===== config.mk =====
export PLATFORM = sky130hd
export DESIGN_NAME = Core
export DESIGN_NICKNAME = d
export VERILOG_FILES = /design/src/hdl/corePkg.sv /design/src/hdl/rvIsaPkg.sv /design/src/hdl/uopIf.sv /design/src/hdl/Core.sv /design/src/hdl/ResultStage.sv /design/src/hdl/IntALU.sv /design/src/hdl/RegFile.sv /design/src/hdl/InstrDecoder.sv
export SDC_FILE = /design/constraint.sdc
export NUM_CORES = 2
export LEC_CHECK = 0
export BUFFER_PORTS_ARGS = -buffer_cell sky130_fd_sc_hd__buf_2
export CAP_MARGIN = 10
export CORE_UTILIZATION = 28
export DETAILED_ROUTE_END_ITERATION = 8
export SYNTH_ARGS = -nofsm -noshare
export SYNTH_HDL_FRONTEND = slang
export SYNTH_SLANG_ARGS = --single-unit

===== constraint.sdc =====
create_clock -name clk -period 5.5 [get_ports clk]
set_input_delay 0.275 -clock clk [delete_from_list [all_inputs] [get_ports clk]]
set_output_delay 0.275 -clock clk [all_outputs]
set_load 0.02 [all_outputs]

===== src/hdl/corePkg.sv =====
`default_nettype none

package corePkg;

    typedef enum logic [3:0] {
        ADD,
        SUB,
        SLL,
        SLT,
        SLTU,
        XOR,
        SRL,
        SRA,
        OR,
        AND,
        PASSB                                   // Operand b straight through, used by LUI
    } AluOp;

    typedef struct packed {
        logic [31:0] srcA;
        logic [31:0] srcB;                      // Register value or immediate
        AluOp        op;
        logic [4:0]  rd;
        logic        illegal;
    } D_UOp;

    typedef struct packed {
        logic [31:0] result;
        logic [4:0]  rd;
        logic        illegal;
    } RES_UOp;

endpackage

`default_nettype wire


===== src/hdl/rvIsaPkg.sv =====
`default_nettype none

package rvIsaPkg;

    localparam logic [6:0] OPC_OP     = 7'b0110011;
    localparam logic [6:0] OPC_OP_IMM = 7'b0010011;
    localparam logic [6:0] OPC_LUI    = 7'b0110111;

    localparam logic [2:0] F3_ADD_SUB = 3'b000;
    localparam logic [2:0] F3_SLL     = 3'b001;
    localparam logic [2:0] F3_SLT     = 3'b010;
    localparam logic [2:0] F3_SLTU    = 3'b011;
    localparam logic [2:0] F3_XOR     = 3'b100;
    localparam logic [2:0] F3_SRL_SRA = 3'b101;
    localparam logic [2:0] F3_OR      = 3'b110;
    localparam logic [2:0] F3_AND     = 3'b111;

    typedef struct packed {
        logic [6:0] funct7;                     // Bit 5 selects SUB and SRA
        logic [4:0] rs2;
        logic [4:0] rs1;
        logic [2:0] funct3;
        logic [4:0] rd;
        logic [6:0] opcode;
    } RTypeInstr;

    typedef struct packed {
        logic [11:0] imm12;                     // Same bits as funct7 and rs2
        logic [4:0]  rs1;
        logic [2:0]  funct3;
        logic [4:0]  rd;
        logic [6:0]  opcode;
    } ITypeInstr;

    typedef union packed {
        RTypeInstr r;
        ITypeInstr i;
    } Instr;

endpackage

`default_nettype wire

===== src/hdl/uopIf.sv =====
`default_nettype none
`timescale 1ns/100ps

interface uopIf
    import corePkg::*;
();

    logic   valid;
    logic   ready;
    D_UOp   uop;                                // Decoded op, used between decode and execute
    RES_UOp res;                                // Computed op, used between execute and result

    modport producer (
        output valid,
        output uop,
        output res,
        input  ready
    );

    modport consumer (
        input  valid,
        input  uop,
        input  res,
        output ready
    );

endinterface

`default_nettype wire


===== src/hdl/Core.sv =====
`default_nettype none
`timescale 1ns/100ps

module Core #(
    parameter int numRegs = 32                  // 16 gives an RV32E-sized register file
)(
    input  logic        clk,
    input  logic        rst,
    input  logic        instrValid,
    output logic        instrReady,
    input  logic [31:0] instr,
    output logic        resValid,
    input  logic        resReady,
    output logic [4:0]  resRd,
    output logic [31:0] resValue,
    output logic        resIllegal
);

    logic [4:0]  rdAddrA;
    logic [4:0]  rdAddrB;
    logic [31:0] rdDataA;
    logic [31:0] rdDataB;
    logic        wrEn;
    logic [4:0]  wrAddr;
    logic [31:0] wrData;
    logic        retire;
    logic [4:0]  retireRd;

    uopIf decodeToExec ();
    uopIf execToResult ();

    InstrDecoder #(
        .numRegs    (numRegs)
    ) decoder (
        .clk        (clk),
        .rst        (rst),
        .instrValid (instrValid),
        .instrReady (instrReady),
        .instr      (instr),
        .rdAddrA    (rdAddrA),
        .rdAddrB    (rdAddrB),
        .rdDataA    (rdDataA),
        .rdDataB    (rdDataB),
        .retire     (retire),
        .retireRd   (retireRd),
        .out        (decodeToExec.producer)
    );

    RegFile #(
        .numRegs (numRegs)
    ) regFile (
        .clk     (clk),
        .rst     (rst),
        .rdAddrA (rdAddrA),
        .rdAddrB (rdAddrB),
        .rdDataA (rdDataA),
        .rdDataB (rdDataB),
        .wrEn    (wrEn),
        .wrAddr  (wrAddr),
        .wrData  (wrData)
    );

    IntALU alu (
        .clk (clk),
        .rst (rst),
        .in  (decodeToExec.consumer),
        .out (execToResult.producer)
    );

    ResultStage resultStage (
        .clk        (clk),
        .rst        (rst),
        .in         (execToResult.consumer),
        .wrEn       (wrEn),
        .wrAddr     (wrAddr),
        .wrData     (wrData),
        .retire     (retire),
        .retireRd   (retireRd),
        .resValid   (resValid),
        .resReady   (resReady),
        .resRd      (resRd),
        .resValue   (resValue),
        .resIllegal (resIllegal)
    );

endmodule

`default_nettype wire


===== src/hdl/ResultStage.sv =====
`default_nettype none
`timescale 1ns/100ps

module ResultStage
    import corePkg::*;
(
    input  logic        clk,
    input  logic        rst,
    uopIf.consumer      in,
    output logic        wrEn,
    output logic [4:0]  wrAddr,
    output logic [31:0] wrData,
    output logic        retire,
    output logic [4:0]  retireRd,
    output logic        resValid,
    input  logic        resReady,
    output logic [4:0]  resRd,
    output logic [31:0] resValue,
    output logic        resIllegal
);

    logic   accept;
    logic   validReg;
    RES_UOp held;

    assign in.ready = !validReg || resReady;
    assign accept   = in.valid && in.ready;

    // Write back as the op enters, so the pending bit clears on the same edge
    assign wrEn     = accept && !in.res.illegal && in.res.rd != 5'd0;
    assign wrAddr   = in.res.rd;
    assign wrData   = in.res.result;
    assign retire   = wrEn;                     // Only ops that set a pending bit clear one
    assign retireRd = in.res.rd;

    always_ff @(posedge clk) begin
        if (rst)
            validReg <= 1'b0;
        else if (accept)
            validReg <= 1'b1;
        else if (resReady)
            validReg <= 1'b0;
    end

    always_ff @(posedge clk) begin
        if (accept)
            held <= in.res;
    end

    assign resValid   = validReg;
    assign resRd      = held.rd;
    assign resValue   = held.result;
    assign resIllegal = held.illegal;

endmodule

`default_nettype wire


===== src/hdl/IntALU.sv =====
`default_nettype none
`timescale 1ns/100ps

module IntALU
    import corePkg::*;
(
    input  logic   clk,
    input  logic   rst,
    uopIf.consumer in,
    uopIf.producer out
);

    logic [31:0] a;
    logic [31:0] b;
    logic [4:0]  shamt;
    logic [31:0] value;
    logic        accept;
    logic        validReg;
    RES_UOp      resReg;

    assign a     = in.uop.srcA;
    assign b     = in.uop.srcB;
    assign shamt = b[4:0];

    always_comb begin
        case (in.uop.op)
            ADD:     value = a + b;
            SUB:     value = a - b;
            SLL:     value = a << shamt;
            SLT:     value = {31'd0, $signed(a) < $signed(b)};
            SLTU:    value = {31'd0, a < b};
            XOR:     value = a ^ b;
            SRL:     value = a >> shamt;
            SRA:     value = $unsigned($signed(a) >>> shamt);
            OR:      value = a | b;
            AND:     value = a & b;
            PASSB:   value = b;
            default: value = '0;
        endcase
        if (in.uop.illegal)
            value = '0;                         // Illegal ops retire with value 0
    end

    assign in.ready = !validReg || out.ready;
    assign accept   = in.valid && in.ready;

    always_ff @(posedge clk) begin
        if (rst)
            validReg <= 1'b0;
        else if (accept)
            validReg <= 1'b1;
        else if (out.ready)
            validReg <= 1'b0;
    end

    always_ff @(posedge clk) begin
        if (accept) begin
            resReg.result  <= value;
            resReg.rd      <= in.uop.rd;
            resReg.illegal <= in.uop.illegal;
        end
    end

    assign out.valid = validReg;
    assign out.res   = resReg;
    assign out.uop   = '0;                      // Operands are consumed here

endmodule

`default_nettype wire


===== src/hdl/RegFile.sv =====
`default_nettype none
`timescale 1ns/100ps

module RegFile #(
    parameter int numRegs = 32
)(
    input  logic        clk,
    input  logic        rst,
    input  logic [4:0]  rdAddrA,
    input  logic [4:0]  rdAddrB,
    output logic [31:0] rdDataA,
    output logic [31:0] rdDataB,
    input  logic        wrEn,
    input  logic [4:0]  wrAddr,
    input  logic [31:0] wrData
);

    localparam int idxW = $clog2(numRegs);

    logic [31:0] regs [numRegs];

    always_ff @(posedge clk) begin
        if (rst) begin
            for (int i = 0; i < numRegs; i++)
                regs[i] <= '0;
        end else if (wrEn && wrAddr != 5'd0) begin
            regs[wrAddr[idxW-1:0]] <= wrData;
        end
    end

    // x0 is hardwired to zero
    assign rdDataA = (rdAddrA == 5'd0) ? 32'd0 : regs[rdAddrA[idxW-1:0]];
    assign rdDataB = (rdAddrB == 5'd0) ? 32'd0 : regs[rdAddrB[idxW-1:0]];

endmodule

`default_nettype wire


===== src/hdl/InstrDecoder.sv =====
`default_nettype none
`timescale 1ns/100ps

module InstrDecoder
    import rvIsaPkg::*;
    import corePkg::*;
#(
    parameter int numRegs = 32
)(
    input  logic        clk,
    input  logic        rst,
    input  logic        instrValid,
    output logic        instrReady,
    input  Instr        instr,
    output logic [4:0]  rdAddrA,
    output logic [4:0]  rdAddrB,
    input  logic [31:0] rdDataA,
    input  logic [31:0] rdDataB,
    input  logic        retire,
    input  logic [4:0]  retireRd,
    uopIf.producer      out
);

    localparam int idxW = $clog2(numRegs);

    D_UOp               dec;
    D_UOp               uopReg;
    logic               validReg;
    logic               useA;
    logic               useB;
    logic               writesRd;
    logic               hazard;
    logic               accept;
    logic [numRegs-1:0] pending;
    logic [numRegs-1:0] setMask;
    logic [numRegs-1:0] clrMask;

    assign rdAddrA = instr.r.rs1;
    assign rdAddrB = instr.r.rs2;

    always_comb begin
        dec      = '0;
        dec.srcA = rdDataA;
        dec.srcB = rdDataB;
        dec.rd   = instr.r.rd;
        useA     = 1'b0;
        useB     = 1'b0;
        // OP-IMM has no SUB, but SRAI keeps the funct7 bit in the immediate
        case (instr.r.funct3)
            F3_ADD_SUB: dec.op = (instr.r.opcode == OPC_OP && instr.r.funct7[5]) ? SUB : ADD;
            F3_SLL:     dec.op = SLL;
            F3_SLT:     dec.op = SLT;
            F3_SLTU:    dec.op = SLTU;
            F3_XOR:     dec.op = XOR;
            F3_SRL_SRA: dec.op = instr.r.funct7[5] ? SRA : SRL;
            F3_OR:      dec.op = OR;
            default:    dec.op = AND;
        endcase
        case (instr.r.opcode)
            OPC_OP: begin
                useA = 1'b1;
                useB = 1'b1;
            end
            OPC_OP_IMM: begin
                useA     = 1'b1;
                dec.srcB = {{20{instr.i.imm12[11]}}, instr.i.imm12};
            end
            OPC_LUI: begin
                dec.op   = PASSB;
                dec.srcB = {instr.i.imm12, instr.i.rs1, instr.i.funct3, 12'b0};
            end
            default: dec.illegal = 1'b1;
        endcase
    end

    assign writesRd = !dec.illegal && dec.rd != 5'd0;

    // A pending destination also stalls, so an older retire cannot clear the bit of a younger op
    assign hazard = (useA && pending[instr.r.rs1[idxW-1:0]]) ||
                    (useB && pending[instr.r.rs2[idxW-1:0]]) ||
                    (writesRd && pending[dec.rd[idxW-1:0]]);

    assign instrReady = !hazard && (!validReg || out.ready);
    assign accept     = instrValid && instrReady;

    always_comb begin
        setMask = '0;
        clrMask = '0;
        if (accept && writesRd)
            setMask[dec.rd[idxW-1:0]] = 1'b1;
        if (retire)
            clrMask[retireRd[idxW-1:0]] = 1'b1;
    end

    always_ff @(posedge clk) begin
        if (rst) begin
            pending  <= '0;
            validReg <= 1'b0;
        end else begin
            pending <= (pending & ~clrMask) | setMask;  // Set wins when both hit one register
            if (accept)
                validReg <= 1'b1;
            else if (out.ready)
                validReg <= 1'b0;
        end
    end

    always_ff @(posedge clk) begin
        if (accept)
            uopReg <= dec;
    end

    assign out.valid = validReg;
    assign out.uop   = uopReg;
    assign out.res   = '0;                      // No computed result at this stage

endmodule

`default_nettype wire


## Word-level counts from Yosys, hierarchy flattened

Memory sizes are Yosys's and may differ from the RTL's. A register that Yosys moved wholly into a read port is not among the register bits.
Index checks and enable logic that the tools add are counted.
Widths: inputs -> output; s select.

| storage, ports and cells | value |
|---|---|
| register bits after elaboration | 153 |
| RAM bits | 1024 |
| word-level logic and storage cells | 125 |
| memories | 1 |

Memory list:

| name | words | width | rd ports | clocked after memory_dff | wr ports | RTL line | text |
|---|---|---|---|---|---|---|---|
| regFile.regs | 32 | 32 | 2 | 1 | 32 | RegFile.sv:20 | `logic [31:0] regs [numRegs];` |

| cells by class | value |
|---|---|
| $add $sub $neg | 2 |
| order comparisons | 8 |
| equal/unequal tests | 19 |
| shifts and indexed selects | 3 |
| mux-type cells | 35 |
| bitwise gates (word level) | 6 |
| reductions and logical operators | 37 |

Operator list:

| operator | number |
|---|---|
| $pmux 32 s11 | 1 |
| $mux 32 | 4 |
| $and 32x32->32 | 2 |
| $lt 32x32->1 | 2 |
| $or 32x32->32 | 2 |
| $pmux 32 s2 | 1 |
| $add 32x32->32 | 1 |
| $not 32->32 | 1 |
| $reduce_or 32->1 | 1 |
| $shl 32x5->32 | 1 |
| $shr 32x5->32 | 1 |
| $sshr 32x5->32 | 1 |
| $sub 32x32->32 | 1 |
| $xor 32x32->32 | 1 |
| $pmux 4 s7 | 1 |
| $lt 5x6->1 const B | 4 |
| $mux 1 | 22 |
| $eq 4x3->1 const B | 4 |
| $bmux 1 s5 | 3 |
| $logic_and 1x1->1 | 15 |
| $eq 7x6->1 const B | 2 |
| $eq 4x4->1 const B | 3 |
| $demux 1 s5 | 2 |
| $ge 5x1->1 const B | 2 |
| 16 further kinds | 32 |

## Longest topological paths before layout

| logic depth | value |
|---|---|
| depth after elaboration | 12 |
| mapped depth | 15 |
| mapped depth without buffers | 13 |

## By module

A second synthesis with hierarchy kept.

| second synthesis, totals | value |
|---|---|
| cell total of the unflattened synthesis | 5572 |
| area, all modules | 72413.2 um^2 |

By module, submodules not included:

| module | times used | cells each | area an instance (um^2) | sequential area each (um^2) |
|---|---|---|---|---|
| RegFile | 1 | 3502 | 54253.3 | 30749.5 |
| IntALU | 1 | 1476 | 10869.2 | 1161.1 |
| InstrDecoder | 1 | 505 | 5766.8 | 2882.8 |
| ResultStage | 1 | 89 | 1524.0 | 1161.1 |

## Worst setup path before layout

Ideal clock, no wire load.

| timing | value |
|---|---|
| path kind | register to register |
| from | reg decoder.uopReg (netlist bit decoder.out.uop[12]) |
| to | reg alu.resReg (netlist bit alu.out.res[30]), data pin |
| library setup time | 0.269 ns |
| arrival time | 4.038 ns |
| required time | 5.231 ns |
| path slack | 1.192 ns |
| cell stages (with the launch flop) | 16 |
| path buffers | 4 |
| clock period less this slack | 4.308 ns |
| path through | edfxtp_1 inv_1 clkbuf_1 buf_1 clkbuf_1 ha_1 clkbuf_1 a211oi_1 o21ai_0 a31oi_1 o211ai_1 a21oi_1 o22ai_1 o31a_1 a2111oi_0 nor3_1 |

| on the way | value |
|---|---|
| cells in the longest elaborated chain, start to end | 2 |
| elaborated cells between the ends (all ways) | 6 |
| those cells by class | add/sub (2); shift (3); mux (1) |

RTL lines:

| item | RTL line | text |
|---|---|---|
| start, declared | InstrDecoder.sv:27 | `D_UOp uopReg;` |
| start signal, assigned | InstrDecoder.sv:110 | `uopReg <= dec;` |
| $sub 32x32->32, or another cell as far along | IntALU.sv:28 | `SUB: value = a - b;` |
| $pmux 32 s11 (*) | IntALU.sv:26 | `case (in.uop.op)` |
| end, declared | IntALU.sv:19 | `RES_UOp resReg;` |

Every way passes the cells marked *; elsewhere a longest branch is shown, timed or not.
A chain may end at the register's enable or synchronous reset.

## Worst setup path in the final report

| timing | value |
|---|---|
| from | reg decoder.uopReg (netlist bit decoder.out.uop[10]) |
| to | reg alu.resReg (netlist bit alu.out.res[30]), data pin |

Same word-level chain as after synthesis.

==> flow_summary.json <==
{
  "wirelength_mm": 267.7,
  "fin_crit_sh": 0.8320,
  "crit_chain": "ha_1 -> fa_1 -> a211oi_1 -> o21ai_0 -> a31oi_1 -> buf_4 -> o211ai_1 -> a21oi_1 -> o22ai_1 -> o31a_1 -> a2111oi_0 -> nor3_1",
  "cpMaxStageDelayCell": "edfxtp_1",
  "routed_via_density": 5.722,
  "peakVddDrop_mv": 0.2447,
  "synth_top_area_frac": 0.4978,
  "cts_made_buffers": 141,
  "use_met3": 0.04529,
  "numPortBuffers": 75,
  "final.setup.tns_ns": 0,
  "grt_pass1_vias": 48981,
  "gr-max-usage-layer": "met2",
  "yosysWarnings": 0,
  "ios": 76,
  "critPathBufInv": 1,
  "worst_ep_required_time_ns": 6.00,
  "fp.dieW_um": 504.9,
  "setup_viol": 0,
  "worst_slew_pin_slew_ns": 1.259,
  "grt_max_degree": 101,
  "via_count": 50264,
  "violations": "DRC",
  "end_kind": "register",
  "synth_edf_count": 1174,
  "cts_max_path_buffers": 3,
  "grtUsageTotal": 0.2044,
  "h-tree-depth": 4,
  "yosys_register_bits": 1209,
  "row_count": 184,
  "cts_tree": "yes",
  "yosysTopAreaCell": "edfxtp_1",
  "num-nets-final": 5448,
  "dieArea_um2": 255000,
  "drt_pass1_iterations": 9,
  "place_congestion": 0.9702,
  "cap_violations": 0,
  "synthTopCellsByArea": "edfxtp_1, mux4_2, and2_1, mux2i_1, clkbuf_1",
  "insertion_delay_ns": 0.83,
  "layout-drive-gt1-share": 0.2235,
  "async_reset_ff_frac": 0,
  "cp_slowest_stage_delay_ns": 0.54,
  "crit_arrival_ns": 5.08,
  "leakagePower_nw": 28.38,
  "clkTransAtPathRegs_ns": 0.07,
  "dp_hpwl_mm": 170.3,
  "antenna_found_initial": 26,
  "holdWs_ns": 0.1063,
  "synth_ff_type": "edfxtp_1",
  "fin_crit_ns": 4.576,
  "post_cts_resized": 0,
  "hold_viol_final": 0,
  "wl_per_cell_um": 30.48,
  "synth-seq-area-share": 0.5076,
  "synthDistinctLibCells": 76,
  "startpoint_type": "register",
  "syn2layout_area_growth_pct": 13.36,
  "critPathMaxFanout": 8,
  "grt_setup_unrepaired": "no",
  "path_class": "reg2reg",
  "drc_errors": 54,
  "gr-total-overflow": 0,
  "max-slew-margin-rel": 0.1604,
  "ant_nets": 0,
  "core_um2": 251400,
  "root_buffer": "clkbuf_16",
  "syn_avg_cell_area_um2": 13.16,
  "drv_slew": 0,
  "cts.sinks": 1209,
  "syn_area_um2": 70830,
  "met1_usage": 0.2660,
  "clock_skew_ns": 0.06645,
  "powerDensity_nw_per_um2": 303.2,
  "postSynthCellCount": 5383,
  "die_h_um": 504.9,
  "drt_iter0_drc": 7689,
  "globalRouteMet2Util": 0.3308,
  "min_path_type": "in2reg",
  "critPathTopFamily": "compound AO/OA/AOI/OAI gates",
  "initial_core_util": 0.2817,
  "grt_pass1_wl_mm": 373.5,
  "max_freq_mhz": 218.5,
  "status": "complete, but fails checks"
}
## Yosys cell counts, types with 16 or more instances
cell type  number
nand2b_1       23
xnor2_1        16
mux2i_1       212
nand3_1        55
inv_1         129
a211oi_1       18
and2_1       1004
a31oi_1        28
a31o_2         19
or3_1          16
nor2_1        261
a21o_1         42
a22oi_1        64
a21oi_1       200
o211ai_1       31
mux2_2         51
nor2b_1        20
clkbuf_1      417
buf_1          57
edfxtp_1     1174
mux4_2        582
ha_1           97
buf_2          38
nand2_1       163
nor3_1         44
o21ai_0       257
a221oi_1       73
dfxtp_1        35
o21bai_1       26
## final timing paths
kind / from / end / slack, ns / cells after the start
min: instr[26] / decoder.out.uop[36] / 0.11 / 3
max: decoder.out.uop[10] / alu.out.res[30] / 0.92 / 12
min reg2reg: decoder.out.uop[5] / alu.out.res[5] / 0.42 / 0
max reg2reg: decoder.out.uop[10] / alu.out.res[30] / 0.92 / 12
## registers in the layout (all words and copies together) (netlist names)
register,cells
resultStage.resRd,5
decoder.pending,32
alu.out.valid,1
resultStage.resValue,32
decoder.out.uop,74
regFile.regs,1024
alu.out.res,38
resultStage.resIllegal,1
resultStage.resValid,1
decoder.out.valid,1
## stage by stage
stage	instance area, um2	std cells	power, mW	setup WS, ns	util
floorplan	70940	5414	13.28	1.192	-
global placement	75340	8496	14.81	1.186	0.2997
detailed placement	75370	8498	14.83	1.244	0.2998
CTS	80170	8772	24.29	1.202	0.3189
global route	80270	8777	24.93	0.8797	0.3193
finish	80290	8784	24.34	0.9242	0.3194
## kinds of logic after synthesis
group | count (synthesis) | share of synthesized area
AND/OR/NAND/NOR | 1676 | 0.1327
flip-flops | 1209 | 0.5076
AO/OA/AOI/OAI | 887 | 0.08121
multiplexers | 845 | 0.2231
buffers and inverters | 649 | 0.03549
adder cells (fa/ha/maj) | 99 | 0.01770
XOR/XNOR | 17 | 0.002102
other | 1 | 0.00005295
## per-layer routing
metal | routed length (um) | vias to the layer above
met1 | 103200 | 26032
met5 | 55 | -
met3 | 27890 | 601
met2 | 125900 | 3155
li1 | - | 20468
met4 | 10670 | 8
## placed cells by master (no fill, tap or decap), types with 18 or more instances in the layout
cell	n
nor3_1	34
clkbuf_16	141
a21o_2	27
o211ai_1	31
nand2b_1	22
a21oi_1	200
o21bai_1	26
buf_2	67
a221oi_1	73
clkbuf_1	34
o21ai_0	257
mux2i_1	212
and2_1	1004
clkinv_2	28
a31oi_1	28
inv_1	124
mux4_2	582
buf_4	168
dfxtp_1	35
edfxtp_1	1174
nor2b_1	18
mux2_2	51
nand3_1	55
nor2_4	22
nand2_1	163
a31o_2	19
conb_1	32
clkinv_1	23
ha_1	97
a211oi_1	18
a22oi_1	64
nor2_1	235
## final cells by class
class,instances,area [um2]
Tap cell,3348,4189
Clock inverter,81,959.7
Inverter,132,496.7
Timing Repair Buffer,273,2182
Antenna cell,8,20.02
Multi-Input combinational cell,3556,32800
Clock buffer,177,3684
Fill cell,24803,171100
Sequential cell,1209,35950
## what timing repair did
action / in CTS / in global routing
hold buffers: 16 / 0
setup buffers: 0 / 0
endpoints found under the hold margin: 27 / 0
## power breakdown
| group | switching, mW | internal (mW) | leakage, nW |
|---|---|---|---|
| Clock | 4.16 | 5.40 | 2.26 |
| Sequential | 0.261 | 10.5 | 12.3 |
| Combinational | 2.61 | 1.44 | 13.8 |
| Total | 7.04 | 17.3 | 28.4 |
## tightest hold or removal path, stage by stage
cell     delay (ns)
buf_2          0.21
a21oi_1        0.09
o21ai_0        0.16
Note: power is estimated with default switching activity, not from simulation.
